File: config.mk
export PLATFORM = sky130hd
export DESIGN_NAME = fetch_frontend
export DESIGN_NICKNAME = d
export VERILOG_FILES = /design/src/cpu_types_pkg.sv /design/src/bus_pkg.sv /design/src/fetch_ifs.sv /design/src/fetch_frontend.sv /design/src/ibus_port.sv /design/src/pc_gen.sv /design/src/slot_align.sv
export VERILOG_INCLUDE_DIRS = /design/src /design/src/src
export SDC_FILE = /design/constraint.sdc
export NUM_CORES = 1
export LEC_CHECK = 0
export ABC_AREA = 1
export BUFFER_PORTS_ARGS = -buffer_cell sky130_fd_sc_hd__buf_2
export CAP_MARGIN = 40
export CORE_ASPECT_RATIO = 0.7
export CORE_MARGIN = 3
export CORE_UTILIZATION = 40
export DETAILED_ROUTE_END_ITERATION = 10
export HOLD_SLACK_MARGIN = 0.03
export MAX_ROUTING_LAYER = met4
export PLACE_DENSITY = 0.73
export SYNTH_ARGS = -nofsm -noshare
export SYNTH_HDL_FRONTEND = slang
export SYNTH_SLANG_ARGS = --single-unit
export TNS_END_PERCENT = 5
File: constraint.sdc
create_clock -name clk -period 6.53 [get_ports clk]
set_input_delay 0.3265 -clock clk [delete_from_list [all_inputs] [get_ports clk]]
set_output_delay 0.3265 -clock clk [all_outputs]
set_load 0.01 [all_outputs]
File: src/fetch_defs.svh
`ifndef FETCH_DEFS_SVH
`define FETCH_DEFS_SVH

// pc after reset, boot rom base
`define RESET_PC 32'hbfc0_0000

// general exception entrance
`define EXC_ENTRY 32'hbfc0_0380

// one instruction word
`define WORD_W 32

// one fetch returns an aligned pair of words
`define LINE_W 64

`endif

File: src/cpu_types_pkg.sv
package cpu_types_pkg;

    `include "fetch_defs.svh"

    // instruction or address word
    typedef logic [`WORD_W-1:0] word_t;

    // fetched pair, lower half is the even word
    typedef logic [`LINE_W-1:0] line_t;

    // where the next pc comes from
    typedef enum logic [1:0] {
        PC_SEQ,
        PC_BRANCH,
        PC_ERET,
        PC_EXC
    } pc_src_t;

    // one decoded-side instruction slot
    typedef struct packed {
        logic  valid;
        word_t pc;
        word_t instr;
        // pc was not word aligned
        logic  badaddr;
    } fetch_slot_t;

endpackage

File: src/bus_pkg.sv
package bus_pkg;

    import cpu_types_pkg::*;

    // held until addr_ok
    typedef struct packed {
        logic  valid;
        word_t addr;
    } ibus_req_t;

    // data_ok comes one or more cycles after addr_ok
    typedef struct packed {
        logic  addr_ok;
        logic  data_ok;
        line_t data;
    } ibus_resp_t;

    typedef enum logic [1:0] {
        BUS_IDLE,
        BUS_ADDR,
        BUS_DATA,
        BUS_HOLD
    } ibus_state_t;

endpackage

File: src/fetch_ifs.sv
`timescale 1ns/10ps

// pc handoff from pc_gen to ibus_port
interface pc_if;
    import cpu_types_pkg::*;

    word_t pc;
    // low for a pc that is not word aligned
    logic  pc_valid;
    // a redirect input was sampled this cycle
    logic  redirect;
    // port has consumed the current pc
    logic  take;

    modport gen (
        output pc,
        output pc_valid,
        output redirect,
        input  take
    );

    modport port (
        input  pc,
        input  pc_valid,
        input  redirect,
        output take
    );
endinterface

// fetched line from ibus_port to slot_align
interface slot_if;
    import cpu_types_pkg::*;

    logic  valid;
    logic  ready;
    word_t pc;
    line_t data;
    logic  badaddr;
    // drops whatever slot_align holds
    logic  flush;

    modport src (
        output valid,
        output pc,
        output data,
        output badaddr,
        output flush,
        input  ready
    );

    modport dst (
        input  valid,
        input  pc,
        input  data,
        input  badaddr,
        input  flush,
        output ready
    );
endinterface

File: src/fetch_frontend.sv
`timescale 1ns/10ps

module fetch_frontend (
    input  logic                 clk,
    input  logic                 reset,
    output logic                 ireq_valid,
    output cpu_types_pkg::word_t ireq_addr,
    input  logic                 iresp_addr_ok,
    input  logic                 iresp_data_ok,
    input  cpu_types_pkg::line_t iresp_data,
    input  logic                 branch_taken,
    input  cpu_types_pkg::word_t branch_target,
    input  logic                 exc_taken,
    input  logic                 eret_taken,
    input  cpu_types_pkg::word_t epc,
    input  logic                 out_ready,
    output logic                 out_valid,
    output logic [1:0]           out_slot_valid,
    output cpu_types_pkg::word_t out_pc0,
    output cpu_types_pkg::word_t out_pc1,
    output cpu_types_pkg::word_t out_instr0,
    output cpu_types_pkg::word_t out_instr1,
    output logic                 out_badaddr
);
    import cpu_types_pkg::*;
    import bus_pkg::*;

    ibus_req_t         ireq;
    ibus_resp_t        iresp;
    fetch_slot_t [1:0] out_slot;

    pc_if   pc_link ();
    slot_if slot_link ();

    pc_gen u_pc_gen (
        .clk           (clk),
        .reset         (reset),
        .branch_taken  (branch_taken),
        .branch_target (branch_target),
        .exc_taken     (exc_taken),
        .eret_taken    (eret_taken),
        .epc           (epc),
        .pc            (pc_link.gen)
    );

    ibus_port u_ibus_port (
        .clk   (clk),
        .reset (reset),
        .ireq  (ireq),
        .iresp (iresp),
        .pc    (pc_link.port),
        .slot  (slot_link.src)
    );

    slot_align u_slot_align (
        .clk       (clk),
        .reset     (reset),
        .slot      (slot_link.dst),
        .out_ready (out_ready),
        .out_valid (out_valid),
        .out_slot  (out_slot)
    );

    // bus structs to flat pins
    assign ireq_valid    = ireq.valid;
    assign ireq_addr     = ireq.addr;
    assign iresp.addr_ok = iresp_addr_ok;
    assign iresp.data_ok = iresp_data_ok;
    assign iresp.data    = iresp_data;

    assign out_slot_valid = {out_slot[1].valid, out_slot[0].valid};
    assign out_pc0        = out_slot[0].pc;
    assign out_pc1        = out_slot[1].pc;
    assign out_instr0     = out_slot[0].instr;
    assign out_instr1     = out_slot[1].instr;
    // only slot 0 can carry a bad address
    assign out_badaddr    = out_slot[0].badaddr;

endmodule

File: src/ibus_port.sv
`timescale 1ns/10ps

module ibus_port (
    input  logic                clk,
    input  logic                reset,
    output bus_pkg::ibus_req_t  ireq,
    input  bus_pkg::ibus_resp_t iresp,
    pc_if.port                  pc,
    slot_if.src                 slot
);
    import cpu_types_pkg::*;
    import bus_pkg::*;

    ibus_state_t state;
    ibus_state_t state_nxt;
    logic        issue;
    logic        req_fire;
    logic        bad_fire;
    logic        bad_start;
    logic        discard;
    word_t       hold_pc;
    line_t       hold_data;
    logic        hold_bad;

    // request shown from IDLE, held in ADDR, withdrawn on redirect, off in reset
    assign issue      = (state == BUS_IDLE || state == BUS_ADDR) && !pc.redirect && !reset;
    assign ireq.valid = issue && pc.pc_valid;
    assign ireq.addr  = pc.pc;
    assign req_fire   = ireq.valid && iresp.addr_ok;

    // misaligned pc skips the bus entirely
    assign bad_start = issue && !pc.pc_valid;
    assign bad_fire  = (state == BUS_HOLD) && hold_bad && slot.ready && !pc.redirect;

    assign pc.take = req_fire || bad_fire;

    always_comb begin
        state_nxt = state;
        case (state)
            BUS_IDLE, BUS_ADDR: begin
                if (pc.redirect) begin
                    state_nxt = BUS_IDLE;
                end else if (!pc.pc_valid) begin
                    state_nxt = BUS_HOLD;
                end else if (iresp.addr_ok) begin
                    state_nxt = BUS_DATA;
                end else begin
                    state_nxt = BUS_ADDR;
                end
            end
            BUS_DATA: begin
                // a response for a redirected fetch is dropped here
                if (iresp.data_ok) begin
                    state_nxt = (discard || pc.redirect) ? BUS_IDLE : BUS_HOLD;
                end
            end
            BUS_HOLD: begin
                if (pc.redirect || slot.ready) begin
                    state_nxt = BUS_IDLE;
                end
            end
            default: state_nxt = BUS_IDLE;
        endcase
    end

    always_ff @(posedge clk) begin
        if (reset) begin
            state <= BUS_IDLE;
        end else begin
            state <= state_nxt;
        end
    end

    // only one request outstanding, so one flag is enough
    always_ff @(posedge clk) begin
        if (reset) begin
            discard <= 1'b0;
        end else if (state == BUS_DATA) begin
            if (iresp.data_ok) begin
                discard <= 1'b0;
            end else if (pc.redirect) begin
                discard <= 1'b1;
            end
        end
    end

    // pc advances at take, so keep the one that was fetched
    always_ff @(posedge clk) begin
        if (req_fire) begin
            hold_pc  <= pc.pc;
            hold_bad <= 1'b0;
        end else if (bad_start) begin
            hold_pc  <= pc.pc;
            hold_bad <= 1'b1;
        end
        if (state == BUS_DATA && iresp.data_ok) begin
            hold_data <= iresp.data;
        end
    end

    assign slot.valid   = (state == BUS_HOLD);
    assign slot.pc      = hold_pc;
    assign slot.data    = hold_data;
    assign slot.badaddr = hold_bad;
    assign slot.flush   = pc.redirect;

endmodule

File: src/pc_gen.sv
`timescale 1ns/10ps
`include "fetch_defs.svh"

module pc_gen (
    input  logic                 clk,
    input  logic                 reset,
    input  logic                 branch_taken,
    input  cpu_types_pkg::word_t branch_target,
    input  logic                 exc_taken,
    input  logic                 eret_taken,
    input  cpu_types_pkg::word_t epc,
    pc_if.gen                    pc
);
    import cpu_types_pkg::*;

    word_t   pc_q;
    word_t   pc_seq;
    word_t   pc_target;
    pc_src_t pc_src;

    // odd word of a pair steps by one word, otherwise by the pair
    always_comb begin
        if (pc_q[2]) begin
            pc_seq = pc_q + 32'd4;
        end else begin
            pc_seq = pc_q + 32'd8;
        end
    end

    // fixed priority, exception first
    always_comb begin
        if (exc_taken) begin
            pc_src = PC_EXC;
        end else if (eret_taken) begin
            pc_src = PC_ERET;
        end else if (branch_taken) begin
            pc_src = PC_BRANCH;
        end else begin
            pc_src = PC_SEQ;
        end
    end

    always_comb begin
        case (pc_src)
            PC_EXC:    pc_target = `EXC_ENTRY;
            PC_ERET:   pc_target = epc;
            PC_BRANCH: pc_target = branch_target;
            default:   pc_target = pc_seq;
        endcase
    end

    always_ff @(posedge clk) begin
        if (reset) begin
            pc_q <= `RESET_PC;
        end else if (exc_taken || eret_taken) begin
            pc_q <= pc_target;
        end else if (pc.take) begin
            pc_q <= pc_seq;
        end else if (pc.redirect) begin
            pc_q <= pc_target;
        end
    end

    assign pc.pc       = pc_q;
    assign pc.pc_valid = (pc_q[1:0] == 2'b00);
    assign pc.redirect = (pc_src != PC_SEQ);

endmodule

File: src/slot_align.sv
`timescale 1ns/10ps

module slot_align (
    input  logic                              clk,
    input  logic                              reset,
    slot_if.dst                               slot,
    input  logic                              out_ready,
    output logic                              out_valid,
    output cpu_types_pkg::fetch_slot_t [1:0]  out_slot
);
    import cpu_types_pkg::*;

    fetch_slot_t [1:0] slot_nxt;
    logic              load;

    // plain pipeline register handshake
    assign slot.ready = !out_valid || out_ready;
    assign load       = slot.valid && slot.ready && !slot.flush;

    always_comb begin
        // slot 0 is the word at pc
        slot_nxt[0].valid   = 1'b1;
        slot_nxt[0].pc      = slot.pc;
        slot_nxt[0].badaddr = slot.badaddr;
        if (slot.badaddr) begin
            slot_nxt[0].instr = '0;
        end else if (slot.pc[2]) begin
            slot_nxt[0].instr = slot.data[63:32];
        end else begin
            slot_nxt[0].instr = slot.data[31:0];
        end

        // slot 1 only when pc sits on the even word
        slot_nxt[1].valid   = !slot.badaddr && !slot.pc[2];
        slot_nxt[1].pc      = slot.pc + 32'd4;
        slot_nxt[1].instr   = slot.data[63:32];
        slot_nxt[1].badaddr = 1'b0;
    end

    always_ff @(posedge clk) begin
        if (reset) begin
            out_valid <= 1'b0;
        end else if (slot.flush) begin
            out_valid <= 1'b0;
        end else if (load) begin
            out_valid <= 1'b1;
        end else if (out_ready) begin
            out_valid <= 1'b0;
        end
    end

    // held as is while out_ready is low
    always_ff @(posedge clk) begin
        if (reset || slot.flush) begin
            out_slot[0].valid <= 1'b0;
            out_slot[1].valid <= 1'b0;
        end else if (load) begin
            out_slot <= slot_nxt;
        end
    end

endmodule
; ---- Word-level counts from Yosys, hierarchy flattened
; Index checks and enable logic that the tools add are counted.
[word_totals]
ff_bits = 264
out_inout_bits = 165
[op_classes]
addsub = 3
n_eq_ne = 8
n_mux = 22
bitwise = 1
reduce_logical = 37
[ops]
columns = operator, count
row1 = 32-bit 2-to-1 mux, 7
row2 = 32-bit one-hot mux with 3 select lines, 1
row3 = 32-bit by 3-bit adder with 32-bit output (second input constant), 2
row4 = 32-bit by 4-bit adder with 32-bit output (second input constant), 1
row5 = 2-bit 2-to-1 mux, 8
row6 = 1-bit logical AND, 12
row7 = 2-bit == test (second input constant), 4
row8 = 2-bit nonzero test, 4
row9 = 1-bit logical OR, 7
row10 = 1-bit logical NOT, 6
row11 = 2-bit one-hot mux with 3 select lines, 1
row12 = 2-bit AND reduction, 3
row13 = 1-bit 2-to-1 mux, 5
row14 = 2-bit by 1-bit == test with 1-bit output (second input constant), 2
row15 = 2-bit logical NOT, 2
row16 = 2-bit inequality test (second input constant), 2
row17 = 2-bit OR reduction, 2
row18 = 3-bit nonzero test, 1
row19 = 1-bit inverter, 1

; ---- Depth between registers and ports, before layout
[depth]
ltp_word = 12
mapped_depth = 11

; ---- By module
; A second synthesis with hierarchy kept.
[unflattened]
hier_cells = 1074
hier_area_um2 = 11305.8
[modules_own_cells]
columns = module, instances, cells_per_inst, area_each_um2, seq_area_each_um2
row1 = slot_align, 1, 424, 5223.8, 3873.7
row2 = ibus_port, 1, 177, 3399.5, 2962.8
row3 = pc_gen, 1, 473, 2682.6, 640.6

; ---- Least setup slack after synthesis
; No wires, ideal clock.
[synth_timing]
path_kind = in2reg
start = in eret_taken
end = reg u_slot_align.out_slot[0] (netlist name)
setup_time_ns = 0.614
arrival_time_ns = 6.324
required_ns = 5.916
setup_slack_ns = -0.409
path_stages = 6
n_path_buf = 1
path_cell_list = nor2_4 > nand2_2 > buf_6 > nor3_1 > inv_1 > nor2_1
[synth_via]
elab_chain_cells = 6
word_cells_on_any_way = 8
cone_classes = 2 x mux / 1 x bitwise / 5 x reduce/logical
[synth_lines]
columns = item, line_no
row1 = from (decl), fetch_frontend.sv:14  ; input logic eret_taken,
row2 = 2-bit 2-to-1 mux *, pc_gen.sv:34  ; end else if (eret_taken) begin
row3 = 2-bit 2-to-1 mux *, pc_gen.sv:32  ; if (exc_taken) begin
row4 = 2-bit nonzero test *, pc_gen.sv:66  ; assign pc.redirect = (pc_src != PC_SEQ);
row5 = 1-bit logical NOT / 1-bit logical OR (equally long branches), "slot_align.sv:18, slot_align.sv:54"
row6 = 1-bit logical AND / 1-bit inverter (equally long branches), -
row7 = 2-bit AND reduction (no source line) *, -
; Mark *: on every way between the ends. The rest lies on a longest branch, timed or not.
; A chain may end at the register's enable or synchronous reset.

; ---- Final worst setup path
[layout_timing]
start = in eret_taken
end = reg u_slot_align.out_slot[56] (netlist name)
[layout_via]
elab_chain_cells = 6
word_cells_on_any_way = 8
cone_classes = 2 x mux / 1 x bitwise / 5 x reduce/logical
[layout_lines]
columns = item, line_no
row1 = 2-bit 2-to-1 mux *, pc_gen.sv:34
row2 = 2-bit 2-to-1 mux *, pc_gen.sv:32
row3 = 2-bit nonzero test *, pc_gen.sv:66
row4 = 1-bit logical NOT / 1-bit logical OR (equally long branches), "slot_align.sv:18, slot_align.sv:54"
row5 = 1-bit logical AND / 1-bit inverter (equally long branches), -
row6 = 2-bit AND reduction (no source line) *, -
; Marks and branches as above.

==> flow_metrics.py <==
metrics = {
    "hold_path": {
        "hold_class": "in -> reg",
    },
    "clocking": {
        "htreeDepth": 1,
        "cts_max_path_buffers": 3,
        "path_clk_slew_ps": 60,
        "clkLatencyLatePin_ps": 520,
        "ctsRootBufferMaster": "clkbuf_16",
        "cts_tree": "built",
        "cts.sink_count": 262,
        "cts_made_buffers": 26,
    },
    "placement": {
        "dp.final_hpwl_microns": 22200,
        "portBuffers": 300,
        "gp_congestion": 0.971,
        "place_area_sq_mm": 0.0128,
    },
    "critical_path": {
        "r2r_slack_ps": 4230,
        "cp_data_required_time_ps": 6680,
        "worst_path_max_delay_cell": "buf_12",
        "cp_num_cells": 7,
        "startpoint": "eret_taken",
        "crit_top_cell": "nor2_4",
        "worstReg2RegStart": "u_slot_align.out_valid",
        "cp-endpoint": "u_slot_align.out_slot[56]",
        "arrival_ps": 2580,
        "path_cells": "buf_2, nor2_4, nand2_2, nor3_1, inv_1, nor2_4, buf_12",
        "cpLargestDelayFamily": "simple AND/OR/NAND/NOR gates",
        "r2r_cells": 6,
        "critPathBufInv": 3,
        "endpoint_kind": "flip-flop",
        "path_max_fanout": 116,
        "slowest_delay_ps": 450,
        "startpoint_type": "input pin",
        "worstSetupPathType": "in -> reg",
        "r2r-end": "u_slot_align.out_slot[56]",
    },
    "pwr": {
        "power_density_mw_per_mm2": 257,
        "internal_power_mw": 2.87,
        "p_clk_share_pct": 42.0,
        "power.switching_mw": 0.805,
        "pwr-share-comb_pct": 7.1,
        "irDropWorstVdd_v": 0.000147,
        "p_leak_nw": 5.73,
        "seqPwrFrac_pct": 50.9,
        "sw_frac_of_total_pct": 21.9,
    },
    "synthesis": {
        "synth_cell_types": 47,
        "syn_inst": 969,
        "yosysMostFrequentCell": "edfxtp_1",
        "synth_fp_nets": 1107,
        "synth-adder-area-share_pct": 0.231,
        "synth_xor_area_share_pct": 2.75,
        "synth_area_sq_mm": 0.0108,
        "synth_area_leaders": "edfxtp_1 (62%), dfxtp_1 (7.2%), nand2_1 (7.2%), nor2_1 (5.5%), o21ai_0 (2.5%)",
        "synth-compound-area-share_pct": 5.67,
        "synth_enable_flop_cells": 223,
        "avgSynthCellArea_sq_um": 11.2,
        "ys_ff_latch": 262,
        "async_flop_share_pct": 0,
        "yosys-top-cells-count": "edfxtp_1 (223), nand2_1 (207), nor2_1 (158), inv_1 (63), o21ai_0 (54)",
        "synth-seq-area-share_pct": 69.0,
        "synth_top_family_by_area": "simple AND/OR/NAND/NOR gates",
        "yosys-mux-area-fraction_pct": 0,
        "yosys.area.top_type_share_pct": 61.8,
        "yosysWarnings": 0,
        "synthFlopType": "edfxtp_1",
        "yosys.area_share.simple_pct": 18.8,
        "yosys.area.top_type": "edfxtp_1",
    },
    "timing": {
        "clock.fmax_ghz": 0.411,
        "drv_slew": 0,
        "worst_pin_slew_ps": 832,
        "finClkSkew_ps": 12.9,
        "period_share_pct": 37.3,
        "relSlewSlack_pct": 44.4,
        "setup_viol": 0,
        "period_minus_slack_ps": 2430,
        "hold_violations": 0,
        "rsz0062_at_grt": "false",
        "finalSetupTns_ps": 0,
    },
    "cells_and_area": {
        "fin_area_sq_mm": 0.0143,
        "syn2layout_area_growth_pct": 32.1,
        "n_fill_cell": 2244,
        "nNetsFinal": 1480,
        "drive_gt1_share_pct": 27.2,
    },
    "drt": {
        "num_vias": 8588,
        "drtIter0Drc": 666,
        "routed_wl_microns": 30500,
        "drtAntennaViolNets": 0,
        "drc": 0,
        "wl_per_cell_microns": 17.7,
        "dr.pass1.iters": 5,
        "avgViaCountPerCell": 4.99,
    },
    "flow_run": {
        "drv_cap": 0,
    },
    "floorplan": {
        "die_area_sq_mm": 0.0291,
        "io_pins": 301,
        "die_y_microns": 144,
        "start_util_pct": 41.4,
        "rows": 49,
        "coreArea_sq_mm": 0.0262,
        "die_x_microns": 203,
    },
    "global_route": {
        "overflow": 0,
        "busiest_layer": "met2",
        "grt_pass1_vias": 8127,
        "grtUsageMet3_pct": 3.51,
        "met1_usage_pct": 29.0,
        "grt_pass1_wl_microns": 46100,
        "antenna_found_initial": 3,
        "grtUsageMet2_pct": 32.7,
        "grt_max_degree": 117,
        "gr-usage-all-layers_pct": 21.0,
    },
    "status": {
        "status": "complete, no violations",
    },
}
==> per-layer routing <==
| layer | share of wire (%) | routed length, microns |
|---|---|---|
| met3 | 7.9 | 2430 |
| met4 | 2.5 | 777 |
| met1 | 44 | 13500 |
| met2 | 45 | 13900 |
| met5 | 0 | 0 |
==> state kept, by name, indices dropped and copies added, names as in the netlist <==
register,cells
u_slot_align.out_slot,129
u_pc_gen.pc.pc,32
u_ibus_port.slot.data,64
u_ibus_port.discard,1
u_ibus_port.slot.pc,32
u_slot_align.out_valid,1
u_ibus_port.slot.badaddr,1
u_ibus_port.state,2
==> worst register-to-register path: stages, from the launching register on <==
cell     delay, ps
dfxtp_1        300
nand2_1        200
inv_1           70
nor3_1         280
inv_1          140
nor2_4         310
buf_12         450
==> area by class of cell <==
| cell class | count | area (sq um) | share of cell area (%) |
|---|---|---|---|
| antenna | 3 | 7.51 | 0.0524 |
| sequential | 262 | 7480 | 52.2 |
| timing repair buffer | 371 | 2250 | 15.7 |
| tap | 357 | 447 | 3.12 |
| clock inverter | 16 | 196 | 1.37 |
| multi-input combinational | 616 | 3000 | 20.9 |
| inverter | 65 | 249 | 1.74 |
| clock buffer | 32 | 694 | 4.85 |
==> kinds of logic after synthesis <==
logic type                 Yosys count
and+or+nand+nor                    470
DFF                                262
AOI/OAI and AO/OA                  110
buffers and inverters               91
xor gates and xnor gates            34
adders and majority gates            2
==> cell usage in the layout, fill, tap and decap left out, types with 5 or more instances in the layout <==
cell / n
buf_2: 300
edfxtp_1: 223
nand2_1: 207
nor2_1: 156
dlygate4sd3_1: 64
inv_1: 63
o21ai_0: 54
nand3_1: 45
dfxtp_1: 39
a21oi_1: 27
clkbuf_16: 27
xor2_1: 24
nor3_1: 18
nand4_1: 13
xnor2_1: 10
o21ai_1: 10
nor4_1: 6
clkbuf_1: 5
==> worst min-delay path by stage <==
stage,slack [ps],to,start,cells past startpoint
after floorplan,400,u_pc_gen.pc.pc[4],reset,1
after global placement,420,u_slot_align.out_slot[34],u_ibus_port.slot.pc[1],0
after detailed placement,430,u_slot_align.out_slot[33],u_ibus_port.slot.pc[0],0
after CTS,50,u_pc_gen.pc.pc[27],branch_target[27],3
after global routing,90,u_pc_gen.pc.pc[27],branch_target[27],3
final,70,u_pc_gen.pc.pc[27],branch_target[27],3
==> per-stage QoR <==
| step | cells | setup slack, ps | hold WS (ps) | utilization (%) | power (mW) |
|---|---|---|---|---|---|
| global route | 1722 | 3870 | 85.6 | 54.7 | 3.81 |
| detailed placement | 1607 | 3570 | 430 | 48.8 | 2.13 |
| CTS | 1719 | 4130 | 53.6 | 54.7 | 3.70 |
| global placement | 1604 | 3620 | 419 | 48.6 | 2.12 |
| finish | 1722 | 4100 | 69.8 | 54.7 | 3.68 |
| floorplan | 969 | 1730 | 396 | - | 2.02 |
==> power groups by stage <==
stage	Clock (mW)	Sequential [mW]	Combinational, mW
finish	1.54	1.87	0.260
detailed placement	0	1.91	0.227
global route	1.64	1.87	0.290
global placement	0	1.91	0.213
CTS	1.57	1.87	0.259
floorplan	0	1.90	0.118
==> what timing repair did <==
action / CTS / global route
buffers inserted: 0 / 0
resized for setup: 0 / 0
hold endpoints to repair: 64 / 0
hold buffers: 64 / 0
(Power assumes the default switching activity.)
